--- src/logic/npc_pkg.sv ---
package npc_pkg;

    // word address width, same as the fetch pc
    localparam int ADDR_WIDTH = 30;

    // plain pc hash width, indexes the chooser
    localparam int K_WIDTH = 6;

    // history-hashed index width, also the global history length
    localparam int H_WIDTH = 6;

    // return address stack depth
    localparam int STACK_LEN = 8;

    typedef logic [ADDR_WIDTH-1:0] addr_t;
    typedef logic [K_WIDTH-1:0]    khash_t;
    typedef logic [H_WIDTH-1:0]    hhash_t;
    typedef logic [2:0]            kind_t;
    typedef logic [1:0]            chooser_t;

    // instruction kinds as decoded by the front end
    localparam kind_t KIND_NOT_JUMP = 3'd0;
    localparam kind_t KIND_DIRECT   = 3'd1;
    localparam kind_t KIND_RET      = 3'd4;
    localparam kind_t KIND_INDIRECT = 3'd5;
    localparam kind_t KIND_CALL     = 3'd6;
    localparam kind_t KIND_JUMP     = 3'd7;

endpackage
--- src/logic/pc_hash.sv ---
module pc_hash (
    input  logic            clk,
    input  logic            rst_n,
    input  npc_pkg::addr_t  pc,
    input  logic            update_en,
    input  npc_pkg::kind_t  kind_ex,
    input  logic            taken_ex,
    output npc_pkg::khash_t pc_hashed,
    output npc_pkg::hhash_t pc_bh_hashed
);

    npc_pkg::hhash_t global_hist;
    logic            hist_shift;

    // fold two slices of the pc for the chooser index
    assign pc_hashed = pc[npc_pkg::K_WIDTH-1:0]
                     ^ pc[2*npc_pkg::K_WIDTH-1:npc_pkg::K_WIDTH];

    // btb index mixes in the branch history
    assign pc_bh_hashed = pc[npc_pkg::H_WIDTH-1:0] ^ global_hist;

    // only resolved control flow moves the history
    assign hist_shift = update_en && (kind_ex != npc_pkg::KIND_NOT_JUMP);

    always_ff @(posedge clk or negedge rst_n) begin
        if (!rst_n) begin
            global_hist <= '0;
        end else if (hist_shift) begin
            // newest outcome enters at bit 0
            global_hist <= {global_hist[npc_pkg::H_WIDTH-2:0], taken_ex};
        end
    end

endmodule

--- config.mk ---
export PLATFORM = sky130hd
export DESIGN_NAME = pc_hash
export DESIGN_NICKNAME = d
export VERILOG_FILES = /design/src/logic/npc_pkg.sv /design/src/logic/pc_hash.sv
export SDC_FILE = /design/constraint.sdc
export NUM_CORES = 1
export LEC_CHECK = 0
export BUFFER_PORTS_ARGS = -buffer_cell sky130_fd_sc_hd__buf_2
export CAP_MARGIN = 40
export CORE_UTILIZATION = 25
export CTS_CLUSTER_DIAMETER = 100
export DETAILED_ROUTE_END_ITERATION = 10
export PLACE_DENSITY_LB_ADDON = 0.15
export SLEW_MARGIN = 30
export SYNTH_ARGS = -nofsm -noshare
export SYNTH_HDL_FRONTEND = slang
export SYNTH_SLANG_ARGS = --single-unit
--- constraint.sdc ---
create_clock -name clk -period 0.8 [get_ports clk]
set_input_delay 0.04 -clock clk [delete_from_list [all_inputs] [get_ports clk]]
set_output_delay 0.04 -clock clk [all_outputs]
set_load 0.05 [all_outputs]
==> summary.md <==
The run finished, with violations left. The final reports fail on negative setup slack. The post-route minimum period is 1.037 ns, and the largest fanout of any net on the critical path is 3.

Yosys attributes the largest share of cell area to sky130_fd_sc_hd__dfrtp_1, sky130_fd_sc_hd__xor2_1, sky130_fd_sc_hd__mux2_2. Counting every net in the synthesized netlist gives 62. Measured on the finished design, the core utilization comes to 61.64%.

The number of buffers added on ports was 30; the transition time at the pin with the least slew margin was 0.3791 ns. The final layout contains 102 nets. TritonCTS built the clock tree. Dominant delay contributor by cell family on the critical path: flip-flops. Across the run, the number of max-cap violations was 0. Cell at the root of the clock tree: sky130_fd_sc_hd__clkbuf_4.

Row generation in the floorplan step produced 13 rows. The tools report the sequential area share after synthesis as 43.64%. Pin placement for this block handled 49 I/O pins.

The later pin in the worst-skew pair is clocked with a latency of 0.25 ns. The tools report the critical path startpoint category as a flip-flop. The final clock period utilization by the worst path came out at 129.6%. The worst setup path is of the reg -> out kind. 0 antenna diodes ended up in the layout. The area growth from synthesis to layout is 130.2%. After synthesis, the mean cell area works out to 13.76 µm². The first detailed-routing pass ran for 2 iterations. The signal arrival time at the worst endpoint is 1.00 ns. After technology mapping, the gate count stands at 25. The type of the tightest min-delay check was in -> reg. The final worst hold slack came out at 0.02712 ns.

The largest single stage delay on the critical path is 0.43 ns. The logs give 1 for the level count of the clock H-tree and 0.3481 nW for the static leakage. The floorplan step defined a die boundary enclosing 1529 µm².

The number of violations reported at the end of detailed-routing iteration 0 was 1; the aggregate global-route resource usage was 13.12%. For the final number of hold-violating endpoints, the log shows 0. For the data required time at the worst endpoint, the log shows 0.76 ns. The largest individual stage delay along the critical path comes from the cell sky130_fd_sc_hd__dfrtp_2. The minimum setup slack in the final design is -0.2368 ns, and the fraction of layout cells with a size suffix above 1 is 96.83%.

Sort of element at the end of the critical path: an output port. In this run the deepest clock path goes through 2 buffers. Yosys mapped the design onto 4 distinct sky130hd cell types.

Entering global routing, the biggest net connects 7 pins. The logs give 344.1 µm² for the area of the mapped netlist and 0 for the number of routed nets with antenna violations. The number of antenna violations at the first check in global routing is 0.

The placement-stage worst setup slack is -0.2532 ns. Traced cell by cell, the critical path runs through xor2_4 > buf_6. The Yosys step of the flow raised 0 warnings.

For this block, the routed nets add up to 762 µm of wire. The number of buffer and inverter instances along the worst setup path came out at 1. The number of global-route vias before repair is 309, and the fmax is 0.9645 GHz. Register with the most flip-flops: global_hist.

The run gives 26.78% as the starting density of the core. The register with the most flip-flops in the layout has 6 of them. The vertical extent of the die is 39.10 µm, and the number of clock sinks is 6.

The worst slew margin relative to its limit came out at 74.73%. The aggregate global routing overflow is 0. Power density over the cells: 2664 nW/µm². After detailed routing, the average wire length per cell comes to 9.769 µm. Overall power consumption after layout is estimated at 2.110 mW. The ratio of routed vias to standard cells was 4.090.

In the final layout, the registers with the most flip-flops are global_hist: 6 flops. Setup repair after global routing could not meet its margin everywhere. The run gives 596.2 µm as the detailed-placement wirelength estimate. The width of the die was 39.10 µm. The share of Yosys cell area claimed by the top area cell type is 43.64%, and the total setup violations reported at the end of the flow is 12. The worst vdd rail ir drop is 1.230 mV, and the flip-flop and latch count after synthesis is 6.

The number of clock buffers added by TritonCTS is 3. The number of pins with negative max-slew slack in the final report is 0. After clock tree synthesis, the clock-pin slew on the worst setup and hold paths is 0.05 ns. The logs give 1285 µm² for the area inside the core boundary and 1.235 mm for the global-route wire length before repair. Summed over all instances, the cell type with the most area after synthesis is sky130_fd_sc_hd__dfrtp_1.

The run gives 0.5939 as the placer's final routability congestion estimate. The run gives 0.001186 ns as the clock skew after layout. The residual DRC count is 0, and the via total after detailed routing is 319.

In the final timing run, aggregate negative setup slack is -2.209 ns.
[synthesized netlist by cell type (all sizes together)]
library cell / number
dfrtp: 6
mux2: 6
o31ai: 1
xor2: 12
[path summary, 6_finish.rpt]
| path | end | startpoint | slack, ns | cells past startpoint |
|---|---|---|---|---|
| setup / recovery | pc_bh_hashed[1] | global_hist[1] | -0.24 | 2 |
| hold / removal | global_hist[0] | taken_ex | 0.03 | 2 |
| setup reg to reg | global_hist[3] | global_hist[2] | -0.17 | 2 |
| hold reg to reg | global_hist[1] | global_hist[1] | 0.59 | 1 |
| max in group asynchronous | global_hist[3] | rst_n | 0.49 | 2 |
| min in group asynchronous | global_hist[5] | rst_n | 0.16 | 2 |
[area by class of cell]
type                            count  area, µm²
Sequential cell                     6      156.4
Multi-Input combinational cell     19      355.3
Clock buffer                        3      22.52
Tap cell                           15      18.77
Fill cell                         104      493.0
Timing Repair Buffer               35      239.0
[cell usage in the layout, fill, tap and decap left out]
master | synthesis | routed
sky130_fd_sc_hd__buf_2 | 0 | 24
sky130_fd_sc_hd__buf_6 | 0 | 9
sky130_fd_sc_hd__xor2_4 | 0 | 6
sky130_fd_sc_hd__xor2_2 | 0 | 6
sky130_fd_sc_hd__mux2_2 | 6 | 5
sky130_fd_sc_hd__dfrtp_2 | 0 | 5
sky130_fd_sc_hd__clkbuf_4 | 0 | 3
sky130_fd_sc_hd__o31ai_4 | 1 | 1
sky130_fd_sc_hd__mux2_4 | 0 | 1
sky130_fd_sc_hd__dfrtp_1 | 6 | 1
sky130_fd_sc_hd__dlygate4sd3_1 | 0 | 1
sky130_fd_sc_hd__buf_4 | 0 | 1
[metrics by stage]
step	cell area (µm²)	std cells
after CTS	792.0	78
after global routing	792.0	78
final	792.0	78
after global placement	670.6	70
after detailed placement	670.6	70
after floorplan	501.7	25
[logic make-up after synthesis]
kind of cell	synth area share [%]
XOR/XNOR	30.55
multiplexers	19.63
flip-flops	43.64
AO/OA/AOI/OAI	6.182
[repair_timing]
item                                   in CTS  in global routing
endpoints found under the hold margin       6                  0
buffers inserted                            4                  0
hold buffers                                1                  0
gates resized for setup                    21                  0
setup endpoints to repair                  12                 12
pin swaps                                   1                  0
[power breakdown]
group / total (mW) / switching, mW / internal (mW)
Combinational: 1.27 / 0.707 / 0.563
Sequential: 0.556 / 0.149 / 0.407
Clock: 0.285 / 0.115 / 0.170
Total: 2.11 / 0.970 / 1.14
[layer usage]
layer / part of all wire (%) / track usage [%] / vias to the layer above
met3: 7.9 / 3.468 / 2
met4: 1.8 / 10.34 / 0
met5: 0 / 0 / -
li1: - / - / 150
met2: 56 / 23.75 / 18
met1: 34 / 12.04 / 149
No activity file was read; power rests on OpenSTA's default activity.
